`src/logic/conv_geom_pkg.sv`:
```
package conv_geom_pkg;

   // ------------------------------
   // Frame size
   // ------------------------------
   localparam int IMG_WIDTH    = 8;                      // Columns per row
   localparam int IMG_HEIGHT   = 6;                      // Rows per frame
   localparam int FRAME_PIXELS = IMG_WIDTH * IMG_HEIGHT; // 48 pixels

   // Sync periods, in clock cycles
   localparam int VSYNC_CYCLES = 16;                     // Start period
   localparam int HSYNC_CYCLES = 4;                      // Gap before each row

   localparam int ROW_W        = 3;                      // Row index
   localparam int COL_W        = 3;                      // Column index
   localparam int PIX_ADDR_W   = 6;                      // Pixel index within a frame
   localparam int CNT_W        = 5;                      // Sync counter

endpackage

```
`src/logic/frame_ctrl.sv`:
```
module frame_ctrl (
   input  logic                            clk,
   input  logic                            rstn,
   input  logic                            i_start,      // Pulse, ignored while busy
   output logic                            o_busy,
   output logic                            o_vsync_run,
   output logic [conv_geom_pkg::CNT_W-1:0] o_vsync_cnt,
   output logic                            o_data_run,
   output logic [conv_geom_pkg::ROW_W-1:0] o_row,
   output logic [conv_geom_pkg::COL_W-1:0] o_col,
   output logic                            o_end_frame   // One cycle after last data
);
   import conv_geom_pkg::*;

   typedef enum logic [1:0] {
      ST_IDLE,
      ST_VSYNC,
      ST_HSYNC,
      ST_DATA
   } state_t;

   state_t           state;
   logic [CNT_W-1:0] cnt;                                 // Shared by vsync and hsync

   // ------------------------------
   // Frame sequencing
   // ------------------------------
   always_ff @(posedge clk or negedge rstn) begin
      if (!rstn) begin
         state       <= ST_IDLE;
         cnt         <= '0;
         o_row       <= '0;
         o_col       <= '0;
         o_end_frame <= 1'b0;
      end else begin
         o_end_frame <= 1'b0;
         case (state)
            ST_IDLE: begin
               if (i_start) begin
                  state <= ST_VSYNC;
                  cnt   <= '0;                            // Count 0 on first vsync cycle
               end
            end
            ST_VSYNC: begin
               if (cnt == CNT_W'(VSYNC_CYCLES - 1)) begin
                  state <= ST_HSYNC;
                  cnt   <= '0;
                  o_row <= '0;                            // Frame starts at row 0
               end else begin
                  cnt <= cnt + 1'b1;
               end
            end
            ST_HSYNC: begin
               if (cnt == CNT_W'(HSYNC_CYCLES - 1)) begin
                  state <= ST_DATA;
                  o_col <= '0;
               end else begin
                  cnt <= cnt + 1'b1;
               end
            end
            ST_DATA: begin
               if (o_col == COL_W'(IMG_WIDTH - 1)) begin  // End of row
                  o_col <= '0;
                  cnt   <= '0;
                  if (o_row == ROW_W'(IMG_HEIGHT - 1)) begin
                     state       <= ST_IDLE;
                     o_end_frame <= 1'b1;                 // Last pixel issued
                  end else begin
                     state <= ST_HSYNC;
                     o_row <= o_row + 1'b1;
                  end
               end else begin
                  o_col <= o_col + 1'b1;
               end
            end
            default: state <= ST_IDLE;
         endcase
      end
   end

   assign o_busy      = (state != ST_IDLE);
   assign o_vsync_run = (state == ST_VSYNC);
   assign o_vsync_cnt = cnt;                              // Only meaningful in vsync
   assign o_data_run  = (state == ST_DATA);

   // Data cycles never leave the frame
   a_data_in_frame: assert property (@(posedge clk) disable iff (!rstn)
      o_data_run |-> (int'(o_col) < IMG_WIDTH) && (int'(o_row) < IMG_HEIGHT));

endmodule

```
`config.mk`:
```
export PLATFORM = sky130hd
export DESIGN_NAME = frame_ctrl
export DESIGN_NICKNAME = d
export VERILOG_FILES = /design/src/logic/conv_geom_pkg.sv /design/src/logic/frame_ctrl.sv
export SDC_FILE = /design/constraint.sdc
export NUM_CORES = 1
export LEC_CHECK = 0
export BUFFER_PORTS_ARGS = -buffer_cell sky130_fd_sc_hd__buf_2
export CAP_MARGIN = 20
export CELL_PAD_IN_SITES_DETAIL_PLACEMENT = 2
export CELL_PAD_IN_SITES_GLOBAL_PLACEMENT = 2
export CORE_ASPECT_RATIO = 1.25
export CORE_UTILIZATION = 27
export CTS_CLUSTER_DIAMETER = 100
export CTS_CLUSTER_SIZE = 12
export DETAILED_ROUTE_END_ITERATION = 6
export PLACE_DENSITY = 0.66
export SLEW_MARGIN = 20
export SYNTH_ARGS = -nofsm -noshare
export SYNTH_HDL_FRONTEND = slang
export SYNTH_SLANG_ARGS = --single-unit
```
`constraint.sdc`:
```
create_clock -name clk -period 2.5 [get_ports clk]
set_clock_uncertainty 0.15 [all_clocks]
set_input_delay 0.25 -clock clk [delete_from_list [all_inputs] [get_ports clk]]
set_output_delay 0.25 -clock clk [all_outputs]
set_load 0.02 [all_outputs]
```
After elaboration in Yosys (flattened, before gate mapping):

Index checks and enable logic that the tools add are counted.

* flip-flop bits (word level): 14
* input port bits: 3

* add/sub/neg operators: 3
* equality and inequality tests: 13
* muxes and demuxes: 21
* reductions and logical operators: 8

Operators by type and width (count)
* two-way mux 5 bit: 4
* case mux 5 bit (4 select lines): 1
* two-way mux 3 bit: 5
* case mux 3 bit (2 select lines): 2
* two-way mux 2 bit: 5
* != test 2 bit, second input constant: 4
* case mux 2 bit (4 select lines): 1
* AND reduction 4 bit: 2
* adder 3 x 1 -> 3 bit, second input constant: 2
* equality test 3 bit, second input constant: 2
* nonzero test 2 bit: 3
* adder 5 x 1 -> 5 bit, second input constant: 1
* equality test 5 x 2 -> 1 bit, second input constant: 1
* equality test 5 x 4 -> 1 bit, second input constant: 1
* equality test 2 bit, second input constant: 2
* != test 2 x 1 -> 1 bit, second input constant: 2
* two-way mux 1 bit: 3
* AND reduction 3 bit: 1
* equality test 2 x 1 -> 1 bit, second input constant: 1
* zero test 2 bit: 1
* AND reduction 2 bit: 1

Depth between registers and ports, before layout:

Gate-level depths: netlist (run 1).

* word-level depth: 4
* mapped depth: 8
* mapped depth without buffers: 8

Worst setup path before layout (run 1):

OpenSTA, ideal clock, no wires.

* path type: register to register
* start point: register cnt[0], in the netlist o_vsync_cnt[0]
* end point: register cnt[2], in the netlist o_vsync_cnt[2]
* library setup time: 0.118 ns
* arrival time: 1.674 ns
* required time: 2.232 ns
* slack: 0.558 ns
* stages on the path, launching flop included: 6
* buffers on the path: 0
* period minus slack after synthesis: 1.942 ns
* cells stage by stage: dfrtp_1 -> ha_1 -> or4b_4 -> o221ai_4 -> nor4_1 -> a21o_1

* word-level cells in the longest chain between the ends: 3
* elaborated cells between the ends (all ways): 8

RTL lines
* start: declaration: line frame_ctrl.sv:23 `logic [CNT_W-1:0] cnt;`
* start signal: assignment: line frame_ctrl.sv:50 `cnt <= cnt + 1'b1;`
* start signal: assignment: line frame_ctrl.sv:58 `cnt <= cnt + 1'b1;`
* adder 5 x 1 -> 5 bit (tied with other cells): line frame_ctrl.sv:50, frame_ctrl.sv:58
* two-way mux 5 bit (tied with other cells): line frame_ctrl.sv:54 `if (cnt == CNT_W'(HSYNC_CYCLES - 1)) begin`
* case mux 5 bit (4 select lines) or AND reduction 3 bit (tied branches)

Several ways; a longest one is shown, not always the timed one. The select of a mux whose other input is x is not followed.
A chain may end at the register's enable or synchronous reset.

Worst setup path in the final report (run 1):

* start point: register o_col[0] (netlist bit)
* end point: register state[1]

* word-level cells in the longest chain between the ends: 3

RTL lines
* start: declaration: line frame_ctrl.sv:10 `output logic [conv_geom_pkg::COL_W-1:0] o_col,`
* start signal: assignment: line frame_ctrl.sv:73 `o_col <= o_col + 1'b1;`
* equality test 3 bit: line frame_ctrl.sv:62 `if (o_col == COL_W'(IMG_WIDTH - 1)) begin`
* != test 2 x 1 -> 1 bit (no line)
* AND reduction 4 bit (no line)
* end signal: assignment: line frame_ctrl.sv:66 `state <= ST_IDLE;`
* end signal: assignment: line frame_ctrl.sv:69 `state <= ST_HSYNC;`
* end signal: assignment: line frame_ctrl.sv:76 `default: state <= ST_IDLE;`
* end: declaration: line frame_ctrl.sv:22 `state_t state;`

No other way between the ends.

==> results by stage, run 1 <==
Outcome:
- The run finished with clean final reports.

Worst setup path:
- The slowest stage of the critical path is the a2111oi_0 cell.
- The largest single stage delay on the critical path is 0.55 ns.
- The critical path in this run is classified as reg -> reg.
- The kind of end point of the critical path is a flip-flop.
- At the worst endpoint, the required time is 2.51 ns.
- The kind of cell with the highest combined delay on the critical path is compound AO/OA/AOI/OAI gates.
- The kind of start point of the critical path is a flip-flop.
- The arrival time reported for the critical path endpoint is 2.14 ns.
- The sum of buffers and inverters on the critical path is 0.
- The largest driver fanout on the critical path is 4.
- The signal on the critical path passes through ha_1 -> ha_1 -> nand2b_1 -> o21ai_1 -> a2111oi_0 -> o2bb2ai_1.
- The most numerous cell type found on the critical path is ha_1.

Clock network:
- The clock tree root driver cell is clkbuf_4.
- The number of H-tree branching levels is 1.
- In this run the post-CTS setup repair buffer count came out at 0.
- The CTS buffer count is 3.
- Post-CTS repair changed the size of 0 cells.
- The clock slew seen by the registers of the worst setup and hold paths is 0.10 ns.
- The number of hold-repair buffers added at the cts stage is 1.
- Counting along the longest clock path gives a buffer depth of 2.
- The CTS tree is yes.
- The source-to-sink clock delay at the later pin of the worst-skew pair is 0.29 ns.
- The sink count of the clock tree is 14.

Cells and area:
- The number of nets in the finished design is 125.
- From synthesis to final layout, the design area changed by 20.5%.
- In the final layout, the share of cells above drive strength 1 is 0.248.
- The number of antenna diodes in the final layout is 0.
- The utilization after layout is 0.350.
- In the layout the commonest cells are buf_2 (17), dfrtp_1 (14), ha_1 (12), inv_1 (11), nand2_1 (8).
- The area of all placed cells without fillers is 1060 um^2.
- The number of filler instances in the final layout is 346.
- Leaving out fill and tap cells, the most frequent cell in the layout is buf_2.

Detailed routing:
- The count of TritonRoute iterations in the first routing pass is 2.
- The detail route stage leaves a number of antenna-violating nets equal to 0.
- After detailed routing, the average wire length per cell comes to 16.2 um.
- The number of remaining DRC errors is 0.
- In the routed layout, each cell is associated on average with a via count of 5.20.
- The vias after detailed routing is 754.
- Wires add up to 2350 um.
- The number of DRC violations after detailed-routing iteration 0 is 1.

Synth:
- The number of nets handed over by synthesis was 102.
- A synthesized cell averages 10.1 um^2.
- The synthesized cell area is 881 um^2.
- In this run, synthesis produced a sequential element count of 14.
- By area the synthesized netlist is led by dfrtp_1 (40%), ha_1 (17%), inv_1 (4.7%).
- The number of distinct library cell variants in the gate-level netlist after synthesis is 32.
- The sequential share of the synthesized area is 0.398.
- The Yosys step of the flow raised 0 warnings.
- The proportion of netlist area held by the largest area contributor is 0.398.
- After technology mapping, the gate count stands at 87.
- The biggest area contributor in the post-synthesis netlist is dfrtp_1.

STA:
- The clock period minus worst slack is 2.13 ns.
- Timing would allow up to 470 MHz.
- The tightest slew margin relative to the limit is 0.622.
- At the pin with the least slew margin, the transition time is 0.552 ns.
- Setup violations remaining at the end of the flow were counted as 0.
- The minimum hold slack is 0.233 ns.
- The total count of max-transition violations in the final report is 0.
- The number of failing hold endpoints at the final stage is 0.
- The total negative slack is 0 ns.
- In the finished design, the share of the clock period the worst path needs comes to 0.850.
- Setup repair after global routing left no endpoint under its margin.

Global route:
- The number of antenna violations at the first check in global routing came to 0.
- The number of global-route vias before repair is 820.
- The global route total overflow is 0.
- Across every metal layer, demand over resource in global routing totals 0.157.
- The maximum number of pins on one net before global-route repair is 15.
- The first-pass GRT wire length is 3910 um.

Floorplanning:
- The vertical extent of the die is 65.9 um.
- The x dimension of the die is 53.1 um.
- In this run the standard cell core region covers 3030 um^2.
- After floorplanning, the core was divided into 22 placement rows.
- The top-level I/O count is 18.
- The die covers 3500 um^2.
- For this configuration, the core starts out at a cell density of 0.291.

Place:
- Routability-driven placement finished with a final weighted congestion of 0.664.
- The detailed placement HPWL is 1890 um.
- Input and output buffers added on the ports amount to 17.
- The instance area after placement is 1010 um^2.

Power and ir drop:
- Summing internal, switching and leakage power gives 0.000410 W.
- IR analysis of the VDD net gives a maximum drop of 218 uV.
- The areal power density over the cells is 387 nW/um^2.
- The reported leakage power is 0.574 nW.

Flow run:
- Max-cap violations in this run came to 0.

Min path:
- The path class of the tightest hold or removal check is in -> async.
layout make-up:
cell class | count | area, um^2 | share of cell area
Clock buffer | 4 | 36.3 | 0.0342
Sequential cell | 14 | 350 | 0.330
Timing Repair Buffer | 19 | 103 | 0.0967
Multi-Input combinational cell | 61 | 485 | 0.458
Tap cell | 36 | 45.0 | 0.0425
Inverter | 11 | 41.3 | 0.0389
cells in the mapped netlist:
cell       count
o21ai_1        5
inv_1         11
o32a_1         1
o21ai_0        2
o21ai_2        1
nand2_2        1
o31ai_1        1
a32o_1         3
nor4_1         1
and2_1         1
ha_1          12
nand3_1        2
a21o_1         2
clkbuf_1       1
o2bb2ai_1      1
nor3_1         1
o41ai_1        1
nand4_1        1
nand2_1        8
a22o_1         2
o221ai_4       1
nor2b_1        2
dfrtp_1       14
a2bb2oi_1      1
mux2_2         1
nand2b_1       2
a21oi_1        1
a2111oi_0      1
nor2_1         3
or4b_4         1
o21a_1         1
and3_1         1
state kept, by name (all words and copies together), names as in the netlist:
name / count
o_col: 3
o_end_frame: 1
o_row: 3
o_vsync_cnt: 5
state: 2
layer usage:
metal	track usage	vias to the layer above	wire, um	share of wire
met5	0	-	0	0
met4	0.0691	0	46	0.020
met3	0.0207	5	68	0.029
met2	0.285	15	1250	0.53
met1	0.176	379	988	0.42
li1	-	355	-	-
per-stage QoR:
step / setup slack, ns / cells
floorplan: 0.558 / 87
global placement: 0.548 / 140
detailed placement: 0.391 / 140
CTS: 0.334 / 145
global route: 0.226 / 145
finish: 0.374 / 145
path summary, 6_finish.rpt:
| path | from | end | slack (ns) | cells after the start |
|---|---|---|---|---|
| setup / recovery | o_col[0]$_DFFE_PN0P_ | state[1]$_DFFE_PN0P_ | 0.37 | 6 |
| hold / removal | rstn | o_end_frame$_DFF_PN0_ | 0.23 | 2 |
| setup reg to reg | o_col[0]$_DFFE_PN0P_ | state[1]$_DFFE_PN0P_ | 0.37 | 6 |
| hold reg to reg | o_col[2]$_DFFE_PN0P_ | o_col[2]$_DFFE_PN0P_ | 0.40 | 1 |
| max in group asynchronous | rstn | o_row[1]$_DFFE_PN0P_ | 1.71 | 2 |
| min in group clk | i_start | o_vsync_cnt[4]$_DFFE_PN0P_ | 0.29 | 4 |
power breakdown:
part	leakage (nW)	internal (W)	total [W]	switching, W
Combinational	0.372	0.00000216	0.00000841	0.00000626
Clock	0.0210	0.0000888	0.000176	0.0000869
Sequential	0.181	0.000226	0.000226	0
cell families after synthesis:
kind of cell / count (synthesis) / share of synthesized area
flip-flops: 14 / 0.398
multiplexers: 1 / 0.0128
AND/OR/NAND/NOR: 24 / 0.143
adder cells (fa/ha/maj): 12 / 0.170
AO/OA/AOI/OAI: 24 / 0.224
buffers and inverters: 12 / 0.0511
Power figures use the tool's default switching activity.
==> inputs of run 2 (changes only) <==
--- a/config.mk
+++ b/config.mk
@@ -5,7 +5,7 @@
 export SDC_FILE = /design/constraint.sdc
 export NUM_CORES = 1
 export LEC_CHECK = 0
-export BUFFER_PORTS_ARGS = -buffer_cell sky130_fd_sc_hd__buf_2
+export BUFFER_PORTS_ARGS = -buffer_cell sky130_fd_sc_hd__buf_4
 export CAP_MARGIN = 20
 export CELL_PAD_IN_SITES_DETAIL_PLACEMENT = 2
 export CELL_PAD_IN_SITES_GLOBAL_PLACEMENT = 2
@@ -15,6 +15,7 @@
 export CTS_CLUSTER_SIZE = 12
 export DETAILED_ROUTE_END_ITERATION = 6
 export PLACE_DENSITY = 0.66
+export RECOVER_POWER = 25
 export SLEW_MARGIN = 20
 export SYNTH_ARGS = -nofsm -noshare
 export SYNTH_HDL_FRONTEND = slang
==> results by stage, run 2 (synthesis results as in run 1) <==
STA:
- The clock period minus worst slack was 2.02 ns (-0.101 ns).
- The tightest slew margin relative to the limit is 0.433 (-0.189).
- The total count of max-transition violations in the final report is 0 (unchanged).
- The number of failing hold endpoints at the final stage came to 0 (unchanged).
- The maximum achievable frequency came to 494 MHz (+5.0%).
- The least setup slack across all paths after layout is 0.475 ns (+0.101 ns).
- Setup repair after global routing left no endpoint under its margin.
- The total negative slack came to 0 ns (unchanged).
- The actual slew at the worst max-slew pin is 0.850 ns (+0.298 ns).
- The total setup violations reported at the end of the flow was 0 (unchanged).
- The fraction of the cycle the final worst path needs is 0.810 (-0.0405).

Cells and area:
- The library cells used most frequently in the layout, excluding fill and tap cells, are buf_4 (17), dfrtp_1 (14), ha_1 (12), inv_1 (11), nand2_1 (8).
- The number of filler instances in the final layout is 361 (+4.3%).
- The sequential cell area is 350 um^2 (unchanged).
- The number of nets in the finished design was 125 (unchanged).
- The final antenna diode count is 0 (unchanged).
- Compared with the post-synthesis result, the final layout area differs by 24.9%.
- The multi-input combinational cell area is 485 um^2 (unchanged).
- The proportion of layout cells with a drive suffix above 1 is 0.239 (-0.00917).
- The most common library cell in the layout ignoring fill and taps is buf_4.
- The flip-flop count of the largest register after layout was 5 (unchanged).

Global route:
- The number of antenna violations at the first check in global routing is 0 (unchanged).
- The number of global-route vias before repair came to 839 (+2.3%).
- The global route total overflow is 0 (unchanged).
- The first-pass GRT wire length is 3950 um (+1.0%).
- The combined global-route utilization of all metal layers was 0.158 (+0.00111).
- The maximum number of pins on one net before global-route repair came to 15 (unchanged).

Floorplanning:
- The area enclosed by the die boundary is 3500 um^2 (unchanged).
- The x dimension of the die is 53.1 um (unchanged).
- The top-level I/O count is 18 (unchanged).
- The effective utilization at floorplan is 0.291 (unchanged).
- The vertical extent of the die is 65.9 um (unchanged).
- The core area is 3030 um^2 (unchanged).
- The number of placement rows is 22 (unchanged).

Detailed routing:
- The count of TritonRoute iterations in the first routing pass was 2 (unchanged).
- The wire length per cell after detailed routing is 15.8 um (-2.4%).
- The via-per-instance ratio came to 5.19 (-0.13%).
- The sum of routed wire length over all layers came to 2290 um (-2.4%).
- The number of nets with antenna violations after detailed routing is 0 (unchanged).
- The number of remaining DRC errors came to 0 (unchanged).
- The vias after detailed routing is 753 (-0.13%).
- The number of DRC violations after detailed-routing iteration 0 is 3 (+2).

Power and ir drop:
- The reported leakage power was 0.576 nW (+0.36%).
- The power spent charging and discharging nets is 0.0000931 W (about the same).
- The peak supply drop came to 198 uV (-9.1%).
- The clock network power share is 0.428 (about the same).
- The net switching fraction of the power is 0.227 (-0.000335).
- The combinational fraction of design power was 0.021 (about the same).
- The areal power density over the cells came to 373 nW/um^2 (-3.5%).
- The sequential cell fraction of total power came to 0.551 (about the same).
- The cell-internal power is 0.000318 W (+0.11%).

Clock network:
- The CTS buffer count came to 3 (unchanged).
- The count of buffers added by post-CTS timing repair for setup was 0 (unchanged).
- The clock tree root driver cell is clkbuf_4.
- The maximum buffer depth of the clock tree is 2 (unchanged).
- The CTS tree is yes.
- The clock slew seen by the registers of the worst setup and hold paths is 0.10 ns (about the same).
- The number of H-tree branching levels is 1 (unchanged).
- The sink count of the clock tree came to 14 (unchanged).
- The post-cts repair resize count is 0 (unchanged).
- The source-to-sink clock delay at the later pin of the worst-skew pair is 0.30 ns (about the same).

Worst setup path:
- The arrival time reported for the critical path endpoint is 2.06 ns (-0.08 ns).
- The worst setup path is launched from a flip-flop.
- The largest individual stage delay along the critical path comes from the cell dfrtp_1.
- The largest driver fanout on the critical path came to 6 (+2).
- Traced cell by cell, the critical path runs through ha_1 -> nand3_1 -> inv_1 -> ha_1 -> nor2b_1 -> o21ai_2 -> o41ai_1.
- In this run the critical register-to-register path is launched from o_vsync_cnt[0]$_DFFE_PN0P_.
- The most critical setup path has its startpoint at o_vsync_cnt[0]$_DFFE_PN0P_.
- The cell with the most instances on the worst path is ha_1.
- The worst setup path is of the reg -> reg kind.
- STA classifies the critical path endpoint as a flip-flop.
- The required time at the worst-slack endpoint is 2.54 ns (+0.03 ns).
- The sum of buffers and inverters on the critical path is 1 (+1).
- The critical path's largest stage delay is 0.45 ns (-0.10 ns).
- Broken down by cell family, the worst path's largest delay share belongs to compound AO/OA/AOI/OAI gates.

Place:
- The last weighted congestion value of the routability-driven placer was 0.659 (-0.71%).
- The detailed placement HPWL is 1780 um (-5.9%).
- The number of I/O port buffers is 17 (unchanged).
- The pre-CTS setup slack is 0.471 ns (+0.0793 ns).

Flow run:
- The number of max-cap violations is 0 (unchanged).

Outcome:
- The run finished with clean final reports.

Min path:
- The worst hold path belongs to the class in -> reg.
- The origin of the worst min-delay path is i_start.
## run 2: cell types whose count changed in the layout (fill, tap and decap cells not counted), sizes merged
cell,delta
buf,-1
clkbuf,+1
## run 2: per-stage QoR
step | instances | hold WS (ns) | instance area (um^2) | power (W) | utilization
after floorplan | 87 | -0.196 | 881 | 0.000231 | -
after global placement | 140 | -0.0343 | 1060 | 0.000239 | 0.349
after detailed placement | 140 | -0.0283 | 1060 | 0.000239 | 0.349
after CTS | 145 | 0.184 | 1100 | 0.000419 | 0.364
after global routing | 145 | 0.288 | 1100 | 0.000429 | 0.363
final | 145 | 0.257 | 1100 | 0.000411 | 0.363
## run 2: worst paths after layout
| check | to | slack (ns) | depth (start not counted) |
|---|---|---|---|
| min in group asynchronous | o_end_frame$_DFF_PN0_ | 0.41 | 2 |
| max reg2reg | o_vsync_cnt[3]$_DFFE_PN0P_ | 0.48 | 7 |
| max in group asynchronous | o_vsync_cnt[4]$_DFFE_PN0P_ | 1.26 | 2 |
| min | o_vsync_cnt[4]$_DFFE_PN0P_ | 0.26 | 4 |
| max | o_vsync_cnt[3]$_DFFE_PN0P_ | 0.48 | 7 |
| min reg2reg | o_col[2]$_DFFE_PN0P_ | 0.40 | 1 |
## run 2: what timing repair did
item,4_1_cts,5_1_grt
hold buffers,1,0
hold endpoints to repair,14,0
endpoints found under the setup margin,0,0
## run 2: final cells by class
type,instances,share of cell area
Timing Repair Buffer,19,0.129
Tap cell,36,0.0410
Sequential cell,14,0.319
Inverter,11,0.0375
Clock buffer,4,0.0330
Multi-Input combinational cell,61,0.441
## run 2: power groups by stage
| stage | logic [W] | clock network, W | registers (W) |
|---|---|---|---|
| 6_report | 0.00000855 | 0.000176 | 0.000226 |
| 5_1_grt | 0.00000996 | 0.000193 | 0.000226 |
| 4_1_cts | 0.0000101 | 0.000182 | 0.000226 |
| 3_5_place_dp | 0.00000870 | 0 | 0.000231 |
| 3_3_place_gp | 0.00000835 | 0 | 0.000231 |
| 2_1_floorplan | 0.000000000831 | 0 | 0.000231 |
## run 2: layer usage
| metal | GRT usage | up-vias | part of all wire | wire, um |
|---|---|---|---|---|
| met4 | 0.0789 | 0 | 0.023 | 53 |
| met2 | 0.288 | 15 | 0.52 | 1200 |
| met3 | 0.0207 | 6 | 0.034 | 79 |
| met1 | 0.173 | 379 | 0.42 | 957 |
| li1 | - | 353 | - | - |
| met5 | 0 | - | 0 | 0 |
## run 2: worst min-delay path, cell delays in order
cell and delay (ns):
buf_4 0.11, o221ai_4 0.15, nand2_1 0.10, o21ai_1 0.05
==> inputs of run 3 (changes only) <==
--- a/config.mk
+++ b/config.mk
@@ -5,6 +5,7 @@
 export SDC_FILE = /design/constraint.sdc
 export NUM_CORES = 1
 export LEC_CHECK = 0
+export ABC_AREA = 1
 export BUFFER_PORTS_ARGS = -buffer_cell sky130_fd_sc_hd__buf_4
 export CAP_MARGIN = 20
 export CELL_PAD_IN_SITES_DETAIL_PLACEMENT = 2
@@ -14,7 +15,7 @@
 export CTS_CLUSTER_DIAMETER = 100
 export CTS_CLUSTER_SIZE = 12
 export DETAILED_ROUTE_END_ITERATION = 6
-export PLACE_DENSITY = 0.66
+export PLACE_DENSITY = 0.69
 export RECOVER_POWER = 25
 export SLEW_MARGIN = 20
 export SYNTH_ARGS = -nofsm -noshare
==> constraint.sdc (replaced) <==
create_clock -name clk -period 2 [get_ports clk]
set_clock_uncertainty 0.15 [all_clocks]
set_input_delay 0.2 -clock clk [delete_from_list [all_inputs] [get_ports clk]]
set_output_delay 0.2 -clock clk [all_outputs]
set_load 0.02 [all_outputs]
==> results by stage, run 3 <==
Place:
- The post-placement cell count is 174 (+24%).
- The last weighted congestion value of the routability-driven placer is 0.741 (+12%).
- The number of I/O port buffers is 17 (unchanged).
- The detailed placement HPWL was 1990 um (+12%).

Synth:
- The number of warnings reported in the yosys synthesis log was 0 (unchanged).
- The synthesized cell area is 981 um^2 (+11%).
- The cell type with the largest total area after synthesis is dfrtp_1.
- The top flip-flop cell by instance count after synthesis is dfrtp_1.
- The number of instances in the synthesized netlist is 118 (+36%).
- The proportion of register bits with asynchronous set or reset after synthesis is 1.00 (unchanged).
- The sequential share of the synthesized area is 0.357 (-0.0406).
- The proportion of netlist area held by the largest area contributor came to 0.357 (-0.0406).
- The average instance area after synthesis is 8.31 um^2 (-18%).
- The xor/xnor cell area share of the yosys netlist was 0.0268 (+0.0268).
- Ranked by instance count, the synthesized netlist is headed by nand2_1 (31), dfrtp_1 (14), ha_1 (12), nand3_1 (10), inv_1 (9).
- In the post-synthesis netlist, the cell with the most instances is nand2_1.
- The fraction of the mapped netlist area in compound gates is 0.0255 (-0.199).
- The number of distinct library cell variants in the gate-level netlist after synthesis is 22 (-31%).
- The combinational family with the most area after synthesis is simple AND/OR/NAND/NOR gates.
- The register bit count reported by yosys is 14 (unchanged).
- The count of flip-flops with a built-in enable after synthesis is 0 (unchanged).
- The adder-cell share of the synthesized area is 0.153 (-0.0174).
- The post-synthesis share of cell area spent on and, or, nand and nor gates was 0.357 (+0.214).
- The number of nets in the synthesized netlist is 133 (+30%).
- By area the synthesized netlist is led by dfrtp_1 (36%), ha_1 (15%), nand2_1 (12%).
- The multiplexer share of the synthesized area was 0 (-0.0128).

Power and ir drop:
- The total power is 0.000577 W (+41%).
- The peak supply drop was 266 uV (+34%).
- The reported leakage power is 0.611 nW (+6.1%).
- The areal power density over the cells was 475 nW/um^2 (+27%).

Worst setup path:
- The minimum setup slack among reg-to-reg paths came to 0.22 ns (-0.26 ns).
- The worst register-to-register path begins at o_vsync_cnt[0]$_DFFE_PN0P_.
- The critical path's slowest cell is dfrtp_1.
- The critical path's largest stage delay came to 0.41 ns (-0.04 ns).
- The worst register-to-register path ends at o_vsync_cnt[0]$_DFFE_PN0P_.
- The launch point of the worst path is o_vsync_cnt[0]$_DFFE_PN0P_.
- The largest driver fanout on the critical path came to 5 (-1).
- The logic depth of the worst setup path including buffers was 11 (+4).
- The arrival time reported for the critical path endpoint is 1.77 ns (-0.29 ns).
- The signal on the critical path passes through ha_1 -> inv_2 -> nor3_2 -> ha_1 -> inv_1 -> nand2_1 -> nand2_2 -> nand2_2 -> nor2_1 -> nor2_1 -> nor2_1.
- The logic depth of the worst register-to-register path is 11 (+4).
- The cell with the most instances on the worst path is nor2_1.
- The required time at the worst-slack endpoint is 1.99 ns (-0.55 ns).
- STA classifies the critical path startpoint as a flip-flop.
- In this run the worst setup path terminates at o_vsync_cnt[0]$_DFFE_PN0P_.
- The kind of end point of the critical path is a flip-flop.
- The sum of buffers and inverters on the critical path is 2 (+1).
- The kind of cell with the highest combined delay on the critical path is simple AND/OR/NAND/NOR gates.
- The worst setup path is of the reg -> reg kind.

Floorplanning:
- The top-level I/O count came to 18 (unchanged).
- The vertical extent of the die was 69.4 um (+5.4%).
- The effective utilization at floorplan is 0.282 (-0.00930).
- The area enclosed by the die boundary was 3880 um^2 (+11%).
- The x dimension of the die is 55.9 um (+5.3%).
- The core area is 3480 um^2 (+15%).
- The number of placement rows is 24 (+9.1%).

Clock network:
- The CTS buffer count is 3 (unchanged).
- The source-to-sink clock delay at the later pin of the worst-skew pair is 0.25 ns (-0.05 ns).
- The clock slew seen by the registers of the worst setup and hold paths is 0.06 ns (-0.04 ns).
- The number of H-tree branching levels is 1 (unchanged).
- The post-cts repair resize count is 0 (unchanged).
- The sink count of the clock tree was 14 (unchanged).
- The maximum buffer depth of the clock tree is 2 (unchanged).
- The clock tree root driver cell is clkbuf_8.
- TritonCTS built the clock tree.

Cells and area:
- The flip-flop count of the largest register after layout is 5 (unchanged).
- The proportion of layout cells with a drive suffix above 1 is 0.321 (+0.0829).
- The number of nets in the finished design is 156 (+25%).
- In the layout the commonest cells are nand2_1 (31), buf_4 (17), dfrtp_1 (14), ha_1 (12), nand3_1 (10).
- The filler-free cell count of the finished design is 179 (+23%).
- From synthesis to final layout, the design area changed by 23.9%.
- Leaving out fill and tap cells, the most frequent cell in the layout is nand2_1.
- The final antenna diode count is 0 (unchanged).
- The number of filler instances in the final layout was 414 (+15%).
- The utilization after layout is 0.349 (-0.0144).

STA:
- The number of failing hold endpoints at the final stage is 0 (unchanged).
- Setup repair after global routing left no endpoint under its margin.
- The maximum achievable frequency is 561 MHz (+14%).
- The total count of max-transition violations in the final report is 0 (unchanged).
- The minimum hold slack is 0.367 ns (+0.110 ns).
- The total negative slack is 0 ns (unchanged).
- The actual slew at the worst max-slew pin is 0.837 ns (-0.0135 ns).
- The total setup violations reported at the end of the flow was 0 (unchanged).
- The tightest slew margin relative to the limit is 0.442 (+0.00903).
- The clock period minus worst slack is 1.78 ns (-0.242 ns).
- The fraction of the cycle the final worst path needs is 0.891 (+0.0815).

Global route:
- The maximum number of pins on one net before global-route repair is 15 (unchanged).
- The number of antenna violations at the first check in global routing is 0 (unchanged).
- The number of global-route vias before repair is 929 (+11%).
- The global route total overflow was 0 (unchanged).
- The combined global-route utilization of all metal layers is 0.148 (-0.0103).
- The first-pass GRT wire length is 4370 um (+11%).

Detailed routing:
- The vias after detailed routing is 831 (+10%).
- The sum of routed wire length over all layers is 2450 um (+6.8%).
- The via-per-instance ratio is 4.64 (-11%).
- The number of DRC violations after detailed-routing iteration 0 is 7 (+4).
- The number of remaining DRC errors is 0 (unchanged).
- The count of TritonRoute iterations in the first routing pass is 2 (unchanged).
- The number of nets with antenna violations after detailed routing is 0 (unchanged).
- The wire length per cell after detailed routing is 13.7 um (-13%).

Flow run:
- The number of max-cap violations is 0 (unchanged).

Outcome:
- The run finished with clean final reports.

Min path:
- In this run the worst hold path is classified as in -> reg.
==> run 3: worst min-delay path by stage <==
stage               slack [ns]     from  depth (start not counted)                   end
floorplan                -0.25     rstn                          0  o_col[0]$_DFFE_PN0P_
global placement         -0.08     rstn                          1  o_row[1]$_DFFE_PN0P_
detailed placement       -0.08     rstn                          1  o_row[1]$_DFFE_PN0P_
CTS                       0.19     rstn                          2  o_row[2]$_DFFE_PN0P_
global route              0.39  i_start                          7  state[1]$_DFFE_PN0P_
finish                    0.37  i_start                          7  state[1]$_DFFE_PN0P_
==> run 3: routing by layer <==
layer / global-route usage / vias up / part of all wire
met3: 0.0224 / 4 / 0.027
met2: 0.286 / 13 / 0.56
met5: 0 / - / 0
met4: 0.0650 / 0 / 0.016
li1: - / 407 / -
met1: 0.153 / 407 / 0.40
==> run 3: cells by family (layout without fill, tap and decap cells) <==
logic type      Yosys count  count (layout)
compound gates            5               5
buf+inv                  18              40
flops                    14              14
simple gates             66              66
xor+xnor                  3               3
fa+ha+maj                12              12
==> run 3: final cells by class <==
class	instances	area, um^2	share of cell area
repair buffers	19	141	0.116
inverters	17	67.6	0.0556
multi-input cells	86	552	0.454
flip-flops and latches	14	350	0.288
well taps	39	48.8	0.0402
clock buffers	4	55.1	0.0453
==> run 3: through the flow <==
| step | setup WS (ns) | area, um^2 |
|---|---|---|
| floorplan | 0.208 | 981 |
| CTS | 0.168 | 1220 |
| global placement | 0.261 | 1150 |
| finish | 0.217 | 1210 |
| detailed placement | 0.186 | 1150 |
| global route | 0.0136 | 1210 |
==> run 3: repair_timing <==
item / 4_1_cts / 5_1_grt
hold buffers: 1 / 0
setup buffers: 0 / 0
hold endpoints to repair: 14 / 0
endpoints found under the setup margin: 0 / 0
==> run 3: worst min-delay path, stage by stage <==
cell and delay (ns):
buf_4 0.11, inv_1 0.04, nand2_1 0.09, nand2_4 0.12, nor2_2 0.05, nand3_1 0.06, nand2_1 0.05
==> run 3: where the power goes <==
part	switching, W	leakage, nW	internal (W)
sequential	0	0.160	0.000283
clock	0.000110	0.0288	0.000175
combinational	0.00000675	0.422	0.00000307
total	0.000117	0.611	0.000461
